`src/design/fpAddPkg.sv`:
```
package fpAddPkg;

	// bfloat16 field widths
	localparam int expWidth = 8;                       // Exponent field
	localparam int manWidth = 7;                       // Stored mantissa, no hidden bit
	localparam int dataWidth = 1 + expWidth + manWidth; // Sign, exponent, mantissa

	// Coarse shifter only sees diff bits 7..2, the low two go to the fine shift
	localparam int shiftHiWidth = expWidth - 2;

	// All-ones exponent, infinity
	localparam int expMax = 2 ** expWidth - 1;

	// Opcode, one bit on the port
	typedef enum logic {
		opAdd = 1'b0, // A + B
		opSub = 1'b1  // A - B
	} addOpT;

endpackage

```
`src/design/fpAddAlignCoarse.sv`:
```
`timescale 1ns/10ps

module fpAddAlignCoarse (
	input logic [fpAddPkg::manWidth-1:0] MminP,    // Smaller mantissa, no hidden bit
	input logic [fpAddPkg::shiftHiWidth-1:0] shift, // Exponent diff bits 7..2
	output logic [fpAddPkg::manWidth:0] Mmin        // Coarsely aligned mantissa
);
	import fpAddPkg::*;

	logic [manWidth:0] fullMan;

	// Hidden one back in front
	assign fullMan = {1'b1, MminP};

	// Eight mantissa bits total, so any shift of 8 or more leaves nothing
	always_comb begin
		if (|shift[shiftHiWidth-1:1]) begin
			Mmin = '0;            // Shifted fully out
		end else if (shift[0]) begin
			Mmin = fullMan >> 4;  // Zero fill from the top
		end else begin
			Mmin = fullMan;
		end
	end

endmodule

```
`src/design/fpAddExecute.sv`:
```
`timescale 1ns/10ps

module fpAddExecute (
	input logic [fpAddPkg::manWidth:0] bigMan,     // Larger mantissa with hidden bit
	input logic [fpAddPkg::manWidth:0] alignedMan, // From the coarse shifter
	input logic [1:0] fineShift,                    // Exponent diff bits 1..0
	input logic effSub,
	output logic [fpAddPkg::manWidth+1:0] sumMan    // Top bit is the carry
);
	import fpAddPkg::*;

	logic [manWidth:0] shiftedMan;
	logic [manWidth+1:0] bigExt;
	logic [manWidth+1:0] smallExt;

	// Remaining 0..3 bits of alignment, low bits dropped
	assign shiftedMan = alignedMan >> fineShift;

	// One spare bit for the carry out of an add
	assign bigExt = {1'b0, bigMan};
	assign smallExt = {1'b0, shiftedMan};

	// Big side was picked by magnitude so subtract never wraps
	assign sumMan = effSub ? bigExt - smallExt : bigExt + smallExt;

endmodule

```
`src/design/fpAddNormalize.sv`:
```
`timescale 1ns/10ps

module fpAddNormalize (
	input logic sign,
	input logic [fpAddPkg::expWidth-1:0] bigExp,
	input logic [fpAddPkg::manWidth+1:0] sumMan,
	output logic [fpAddPkg::dataWidth-1:0] result,
	output logic overflow
);
	import fpAddPkg::*;

	logic [expWidth-1:0] lzCount;
	logic [manWidth:0] normMan;   // Hidden bit at the top once normalized
	logic [expWidth:0] expWork;   // Extra bit catches the carry increment
	logic underflow;

	// Leading zeros of the 8-bit magnitude, 8 when all clear
	function automatic logic [expWidth-1:0] countLz(input logic [manWidth:0] v);
		logic [expWidth-1:0] n;
		n = expWidth'(manWidth + 1);
		for (int i = 0; i <= manWidth; i++) begin
			if (v[i]) n = expWidth'(manWidth - i); // Highest set bit wins
		end
		return n;
	endfunction

	assign lzCount = countLz(sumMan[manWidth:0]);

	always_comb begin
		if (sumMan[manWidth+1]) begin
			// Carry out, drop the LSB
			normMan = sumMan[manWidth+1:1];
			expWork = {1'b0, bigExp} + (expWidth + 1)'(1);
			underflow = 1'b0;
		end else begin
			normMan = sumMan[manWidth:0] << lzCount;
			expWork = {1'b0, bigExp} - {1'b0, lzCount};
			underflow = (lzCount >= bigExp); // Exponent would land at or below zero
		end

		// Packing, zero wins over everything
		if (sumMan == '0 || underflow) begin
			result = '0;                                        // Always +0
			overflow = 1'b0;
		end else if (expWork >= (expWidth + 1)'(expMax)) begin
			result = {sign, expWidth'(expMax), manWidth'(0)};   // Signed infinity
			overflow = 1'b1;
		end else begin
			result = {sign, expWork[expWidth-1:0], normMan[manWidth-1:0]};
			overflow = 1'b0;
		end
	end

endmodule

```
`src/design/fpAddPrealign.sv`:
```
`timescale 1ns/10ps

module fpAddPrealign (
	input logic [fpAddPkg::dataWidth-1:0] opA,
	input logic [fpAddPkg::dataWidth-1:0] opB,
	input fpAddPkg::addOpT op,
	output logic bigSign,
	output logic [fpAddPkg::expWidth-1:0] bigExp,
	output logic [fpAddPkg::manWidth:0] bigMan,     // Hidden bit included
	output logic [fpAddPkg::manWidth-1:0] smallManP, // Hidden bit added later
	output logic [fpAddPkg::expWidth-1:0] expDiff,
	output logic effSub
);
	import fpAddPkg::*;

	logic signA;
	logic signB;                      // Sign of B after the opcode
	logic [expWidth-1:0] expA;
	logic [expWidth-1:0] expB;
	logic [manWidth-1:0] manA;
	logic [manWidth-1:0] manB;
	logic aIsBig;
	logic [expWidth-1:0] smallExp;
	logic [manWidth-1:0] bigManRaw;

	// Field split
	assign signA = opA[dataWidth-1];
	assign expA = opA[dataWidth-2 -: expWidth];
	assign manA = opA[manWidth-1:0];
	assign expB = opB[dataWidth-2 -: expWidth];
	assign manB = opB[manWidth-1:0];

	// Subtract is add with B negated
	assign signB = opB[dataWidth-1] ^ (op == opSub);

	// Exponent sits above mantissa, so one compare covers both
	assign aIsBig = (opA[dataWidth-2:0] >= opB[dataWidth-2:0]); // Tie goes to A

	always_comb begin
		if (aIsBig) begin
			bigSign = signA;
			bigExp = expA;
			bigManRaw = manA;
			smallExp = expB;
			smallManP = manB;
		end else begin
			bigSign = signB;
			bigExp = expB;
			bigManRaw = manB;
			smallExp = expA;
			smallManP = manA;
		end
	end

	// Zero or denormal large operand flushes to a zero magnitude
	assign bigMan = (bigExp != '0) ? {1'b1, bigManRaw} : '0;

	// Zero exponent on the small side forces a full-width clear downstream
	assign expDiff = (smallExp == '0) ? expWidth'(expMax) : bigExp - smallExp;

	// Opposite signs after the opcode means a true subtract
	assign effSub = signA ^ signB;

endmodule

```
`src/design/fpAddSub.sv`:
```
`timescale 1ns/10ps

module fpAddSub (
	input logic clk,
	input logic rstN,
	input logic inValid,
	input logic [fpAddPkg::dataWidth-1:0] opA,
	input logic [fpAddPkg::dataWidth-1:0] opB,
	input fpAddPkg::addOpT op,
	output logic outValid,
	output logic [fpAddPkg::dataWidth-1:0] result, // Stale while outValid is low
	output logic overflow
);
	import fpAddPkg::*;

	logic [2:0] validPipe;            // One bit per stage register

	// Prealign outputs
	logic preSign;
	logic [expWidth-1:0] preExp;
	logic [manWidth:0] preBigMan;
	logic [manWidth-1:0] preSmallManP;
	logic [expWidth-1:0] preDiff;
	logic preEffSub;

	// Stage 1 bank
	logic s1Sign;
	logic [expWidth-1:0] s1Exp;
	logic [manWidth:0] s1BigMan;
	logic [manWidth-1:0] s1SmallManP;
	logic [expWidth-1:0] s1ExpDiff;
	logic s1EffSub;

	// Stage 2 logic and bank
	logic [manWidth:0] alignedMan;
	logic [manWidth+1:0] sumMan;
	logic s2Sign;
	logic [expWidth-1:0] s2Exp;
	logic [manWidth+1:0] s2SumMan;

	// Normalize outputs
	logic [dataWidth-1:0] normResult;
	logic normOverflow;

	fpAddPrealign prealign (
		.opA(opA),
		.opB(opB),
		.op(op),
		.bigSign(preSign),
		.bigExp(preExp),
		.bigMan(preBigMan),
		.smallManP(preSmallManP),
		.expDiff(preDiff),
		.effSub(preEffSub)
	);

	always_ff @(posedge clk) begin
		if (inValid) begin
			s1Sign <= preSign;
			s1Exp <= preExp;
			s1BigMan <= preBigMan;
			s1SmallManP <= preSmallManP;
			s1ExpDiff <= preDiff;
			s1EffSub <= preEffSub;
		end
	end

	// Coarse shift takes the upper diff bits
	fpAddAlignCoarse alignCoarse (
		.MminP(s1SmallManP),
		.shift(s1ExpDiff[expWidth-1:2]),
		.Mmin(alignedMan)
	);

	fpAddExecute execute (
		.bigMan(s1BigMan),
		.alignedMan(alignedMan),
		.fineShift(s1ExpDiff[1:0]), // Low two bits finish the alignment
		.effSub(s1EffSub),
		.sumMan(sumMan)
	);

	always_ff @(posedge clk) begin
		if (validPipe[0]) begin
			s2Sign <= s1Sign;       // Result sign follows the larger operand
			s2Exp <= s1Exp;
			s2SumMan <= sumMan;
		end
	end

	fpAddNormalize normalize (
		.sign(s2Sign),
		.bigExp(s2Exp),
		.sumMan(s2SumMan),
		.result(normResult),
		.overflow(normOverflow)
	);

	always_ff @(posedge clk) begin
		if (validPipe[1]) result <= normResult;
	end

	always_ff @(posedge clk) begin
		if (!rstN) begin
			overflow <= 1'b0;
		end else if (validPipe[1]) begin
			overflow <= normOverflow;
		end
	end

	// Valid strobe rides alongside the data, no stalls
	always_ff @(posedge clk) begin
		if (!rstN) begin
			validPipe <= '0;
		end else begin
			validPipe <= {validPipe[1:0], inValid};
		end
	end

	assign outValid = validPipe[2];

endmodule

```
`config.mk`:
```
export PLATFORM = sky130hd
export DESIGN_NAME = fpAddSub
export DESIGN_NICKNAME = d
export VERILOG_FILES = /design/src/design/fpAddPkg.sv /design/src/design/fpAddAlignCoarse.sv /design/src/design/fpAddExecute.sv /design/src/design/fpAddNormalize.sv /design/src/design/fpAddPrealign.sv /design/src/design/fpAddSub.sv
export SDC_FILE = /design/constraint.sdc
export NUM_CORES = 1
export LEC_CHECK = 0
export ABC_CLOCK_PERIOD_IN_PS = 10170
export BUFFER_PORTS_ARGS = -buffer_cell sky130_fd_sc_hd__buf_4
export CAP_MARGIN = 20
export CORE_MARGIN = 2
export CORE_UTILIZATION = 45
export CTS_CLUSTER_DIAMETER = 80
export DETAILED_ROUTE_END_ITERATION = 6
export REMOVE_ABC_BUFFERS = 1
export SYNTH_ARGS = -nofsm -noshare
export SYNTH_HDL_FRONTEND = slang
export SYNTH_HIERARCHICAL = 1
export SYNTH_SLANG_ARGS = --single-unit
```
`constraint.sdc`:
```
create_clock -name clk -period 10.17 [get_ports clk]
set_input_delay 0.5085 -clock clk [delete_from_list [all_inputs] [get_ports clk]]
set_output_delay 0.5085 -clock clk [all_outputs]
set_load 0.01 [all_outputs]
```
After elaboration in Yosys (flattened, before gate mapping)
Cells that the tools add are included.
{ "word_totals": {"ff_bits": 71, "word_cells": 55, "input_bits": 36, "output_inout_bits": 18} }
{ "op_classes": {"magnitude_cmp": 3, "n_bitwise": 2, "n_mux": 23, "shift": 2, "reduce_logical": 6, "add_sub_neg": 5} }
{ "ops": {"columns": ["op", "count"], "rows": [
  ["$mux 8", 5],
  ["$mux 4", 8],
  ["$mux 7", 3],
  ["$mux 9", 2],
  ["$ge 15x15->1", 1],
  ["$mux 15", 1],
  ["$add 8x1->9 const B", 1],
  ["$add 8x8->9", 1],
  ["$ge 9x8->1 const B", 1],
  ["$logic_not 9->1", 1],
  ["$sub 8x4->9", 1],
  ["$sub 8x8->9", 1],
  ["$ge 4x8->1", 1],
  ["$logic_not 8->1", 1],
  ["$reduce_bool 8->1", 1],
  ["$shl 8x4->7", 1],
  ["$shr 8x2->8", 1],
  ["$sub 8x8->8", 1],
  ["$reduce_or 5->1", 1],
  ["$mux 1", 4],
  ["$reduce_or 2->1", 1],
  ["$xor 1x1->1", 2],
  ["$logic_or 1x1->1", 1]
]} }

Longest topological paths before layout
{ "depth": {"word_depth": 13, "ltp_mapped": 16} }

Cells and area by module
The synthesis kept the hierarchy.
{ "by_module_without_submodules": {"columns": ["module", "area_each_um2", "cells_each", "n_inst"], "rows": [
  ["fpAddSub", 2128.3, 76, 1],
  ["fpAddPrealign", 1226.2, 188, 1],
  ["fpAddNormalize", 1028.5, 162, 1],
  ["fpAddExecute", 747.0, 105, 1],
  ["fpAddAlignCoarse", 148.9, 19, 1]
]} }

Worst setup path after synthesis
OpenSTA, ideal clock, no wires.
{ "synth_path": {"path_kind": "in2reg", "start": "input port opB[11] (netlist bit)", "end": "register s1ExpDiff[6] (data pin)", "arrival_ns": 3.201, "path_stages": 16, "setup_ns": 0.258, "required_time_ns": 9.912, "slack_ns": 6.711, "path_cell_list": "inv_1 ha_1 clkbuf_1 nand3_1 nor2_1 a21oi_1 o21ai_2 clkbuf_1 clkbuf_1 a21oi_1 ha_1 inv_1 o211ai_1 a221oi_2 and4b_1 nor3_1"} }
{ "synth_between": {"elab_chain_len": 3} }
{ "synth_rtl": {"columns": ["element", "line", "rtl"], "rows": [
  ["start: declaration", "fpAddSub.sv:8", "input logic [fpAddPkg::dataWidth-1:0] opB,"],
  ["$ge 15x15->1", "fpAddPrealign.sv:37", "assign aIsBig = (opA[dataWidth-2:0] >= opB[dataWidth-2:0]);"],
  ["$mux 8", "fpAddPrealign.sv:40", "if (aIsBig) begin"],
  ["$sub 8x8->8 / $logic_not 8->1 (equally long branches)", "fpAddPrealign.sv:59", "assign expDiff = (smallExp == '0) ? expWidth'(expMax) : bigExp - smallExp;"],
  ["end signal: assignment", "fpAddSub.sv:63", "s1ExpDiff <= preDiff;"],
  ["end: declaration", "fpAddSub.sv:31", "logic [expWidth-1:0] s1ExpDiff;"]
]} }
Several ways; a longest one is shown, not always the timed one.
A chain may end at the register's enable or synchronous reset.

Final worst setup path
{ "layout_path": {"start": "register s1ExpDiff[6]", "end": "register s2SumMan[8] (data pin)"} }
{ "layout_between": {"elab_chain_len": 5} }
{ "layout_rtl": {"columns": ["element", "line", "rtl"], "rows": [
  ["$reduce_or 5->1 *", "fpAddAlignCoarse.sv:17", "if (|shift[shiftHiWidth-1:1]) begin"],
  ["$mux 8 *", "fpAddAlignCoarse.sv:17", null],
  ["named net alignedMan[2]", "fpAddSub.sv:35", "logic [manWidth:0] alignedMan;"],
  ["$shr 8x2->8 *", "fpAddExecute.sv:17", "assign shiftedMan = alignedMan >> fineShift;"],
  ["$add 8x8->9 / $sub 8x8->9 (equally long branches)", "fpAddExecute.sv:24", "assign sumMan = effSub ? bigExt - smallExt : bigExt + smallExt;"],
  ["$mux 9 *", "fpAddExecute.sv:24", null],
  ["named net sumMan[8]", "fpAddSub.sv:36", "logic [manWidth+1:0] sumMan;"],
  ["end signal: assignment", "fpAddSub.sv:87", "s2SumMan <= sumMan;"],
  ["end: declaration", "fpAddSub.sv:39", "logic [manWidth+1:0] s2SumMan;"]
]} }
The timed path passes the listed nets; every way through them passes the cells marked *.

==> results.toml <==
[status]
run_status = "completed"

[global_routing]
grt_pass1_wl_um = 18490
grt_usage_pct = 17.94
grt_max_degree = 42
grt_pass1_vias = 3980
antenna_found_initial = 0
overflow = 0

[cts]
cts-resized-gates = 0
clk_pin_slew_worst_paths_ns = 0.06
clock_sinks = 71
cts_setup_buffers = 0
clock_path_buffers = 2
clock_latency_ns = 0.32
cts-root-buf = "clkbuf_16"
ctsHtreeMaxLevel = 3
cts_tree = "done"
cts-hold-fix-buffers = 0
cts_made_buffers = 9

[timing]
fin_worst_skew_ns = 0.007925
tightestPinTransition_ns = 0.9343
clock.fmax_mhz = 257.8
rsz0062_at_grt = "false"
drv_slew = 0
fin_setup_tns_ns = 0
min_period_ns = 3.878
hold_viol_final = 0
setup_viol = 0
final.period_utilization_pct = 38.13
slew_headroom_pct = 35.93

[placement]
io_buffers = 53
post_dp_cell_area_mm2 = 0.005733
dpl.hpwl_um = 8651
gp_congestion = 0.8725

[logic_synthesis]
syn_inst = 550
yosysWarnings = 6
synth_cell_types = 79
ys_seq_elements = 71
syn_avg_cell_area_um2 = 9.598
netlist_area_mm2 = 0.005279
synth_largest_area_cell = "edfxtp_1"
yosysMostFrequentCell = "edfxtp_1"
synth_ff_type = "edfxtp_1"
ys_top_cells_by_area = "edfxtp_1 38%, ha_1 7.3%, a21oi_1 4.1%, nor2_1 3.5%, mux2i_1 3.4%"
synth_top_area_share_pct = 38.11
synth_async_sr_flop_share_pct = 0
seq_area_frac_synth_pct = 39.63
yosys-top-cells-count = "67 x edfxtp_1, 49 x nor2_1, 46 x inv_1"
synth_edf_count = 67

[final_layout]
area_growth_pct = 14.70
antenna_cells = 0
nFillCells = 1045
final_area_mm2 = 0.006055
nNetsFinal = 657
layout-drive-gt1-share_pct = 17.88

[floorplan]
die_area_mm2 = 0.01261
core_area_mm2 = 0.01142
die_w_um = 112.3
rows = 39
chipHeight_um = 112.3
num_io_pins = 54
start_util_pct = 46.23

[pwr]
finalPower_mw = 1.055
max-vdd-ir-drop_mv = 0.07533
p_leak_nw = 2.437
p_per_area_mw_per_mm2 = 174.3

[detailed_routing]
wl_per_cell_um = 15.07
wl_um = 11090
vias = 4173
dr.pass1.iters = 5
drt_iter0_drc = 174
ant_nets = 0
vias_per_cell = 5.670
drc = 0

[critical_path]
arrival_ns = 3.95
worstPathMaxFanout = 8
critical_path_class = "register to register"
crit_required_ns = 10.24
cp-end-kind = "register"
cp-start-kind = "register"

[job]
drv_cap = 0

[worst_hold_path]
worstHoldPathType = "register to register"
-- cell type report --
cell class / count / area [µm²] / area share [%]
multi-input cells: 404 / 2873 / 47.45
flip-flops and latches: 71 / 2092 / 34.55
repair buffers: 55 / 412.9 / 6.820
clock buffers: 10 / 229.0 / 3.782
well taps: 143 / 178.9 / 2.955
inverters: 47 / 176.4 / 2.914
clock inverters: 6 / 92.59 / 1.529
-- placed cells by master, fill, tap and decap left out, types with 3 or more instances in the layout --
| cell type | synthesis | routed |
|---|---|---|
| edfxtp_1 | 67 | 67 |
| buf_4 | 0 | 55 |
| nor2_1 | 49 | 49 |
| inv_1 | 46 | 46 |
| nand2_1 | 45 | 45 |
| a21oi_1 | 43 | 43 |
| ha_1 | 31 | 31 |
| o21ai_0 | 25 | 25 |
| mux2i_1 | 18 | 18 |
| xnor2_1 | 18 | 18 |
| nor3_1 | 17 | 17 |
| nor2b_1 | 10 | 10 |
| mux2_2 | 10 | 10 |
| nand2b_1 | 10 | 10 |
| nand3_1 | 10 | 10 |
| clkbuf_16 | 0 | 9 |
| a211oi_1 | 8 | 8 |
| a31oi_1 | 6 | 6 |
| and2_1 | 5 | 5 |
| or3_1 | 5 | 5 |
| o211ai_1 | 5 | 5 |
| o31ai_1 | 5 | 5 |
| and3_1 | 5 | 5 |
| nand4_1 | 5 | 5 |
| xor2_1 | 4 | 4 |
| nor4_1 | 4 | 4 |
| dfxtp_1 | 4 | 4 |
| nor4_2 | 3 | 3 |
| nor3b_1 | 3 | 3 |
| a21o_1 | 3 | 3 |
| o311ai_0 | 3 | 3 |
| or4_1 | 3 | 3 |
-- worst paths after layout --
check                           cells past startpoint     endpoint    startpoint  slack (ns)
worst max-delay path                               14  s2SumMan[8]  s1ExpDiff[6]        6.29
worst min-delay path                                0     s2Exp[2]      s1Exp[2]        0.42
worst max register to register                     14  s2SumMan[8]  s1ExpDiff[6]        6.29
worst min register to register                      0     s2Exp[2]      s1Exp[2]        0.42
-- metal layers --
metal | vias up | track usage [%] | wire [µm]
met5 | - | 0 | 0
met4 | 0 | 5.366 | 165
met3 | 14 | 3.402 | 532
met2 | 118 | 30.76 | 5461
met1 | 1952 | 23.14 | 4932
li1 | 2089 | - | -
-- state kept, by name, indices dropped and copies added (netlist names) --
signal	flops
overflow	1
result	16
s1BigMan	8
s1EffSub	1
s1Exp	8
s1ExpDiff	8
s1Sign	1
s1SmallManP	7
s2Exp	8
s2Sign	1
s2SumMan	9
validPipe	3
-- power breakdown --
part / switching [mW] / total (mW) / internal (mW)
sequential: 0.0379 / 0.410 / 0.372
clock: 0.120 / 0.336 / 0.216
combinational: 0.170 / 0.309 / 0.140
total: 0.327 / 1.06 / 0.728
-- worst max-delay path: stages, from the launching register on --
cell and delay (ns):
edfxtp_1 0.36, or3_1 0.53, nor3_1 0.54, mux2i_1 0.14
nand2_1 0.10, o21a_1 0.14, inv_1 0.05, ha_1 0.27
mux2_2 0.30, fa_1 0.44, nor2b_1 0.13, o21ai_0 0.10
a21oi_1 0.20, o21ai_0 0.16, xnor2_1 0.15
-- stage by stage --
stage / hold WS, ns / util [%] / worst slack, ns / cells
6_report: 0.4179 / 53.02 / 6.292 / 736
5_1_grt: 0.4236 / 53.02 / 5.991 / 736
4_1_cts: 0.4186 / 53.02 / 6.268 / 736
3_5_place_dp: 0.4045 / 50.21 / 6.321 / 720
3_3_place_gp: 0.4004 / 50.21 / 6.494 / 720
2_1_floorplan: 0.4003 / - / 6.574 / 522
-- kinds of logic after synthesis --
family	Yosys count	synth area share, %
AOI/OAI and AO/OA	128	16.95
xor gates and xnor gates	22	3.650
buffers and inverters	75	5.949
muxes	31	6.684
DFF	71	39.63
adders and majority gates	33	8.106
and+or+nand+nor	190	19.03
Power figures use the tool's default switching activity.
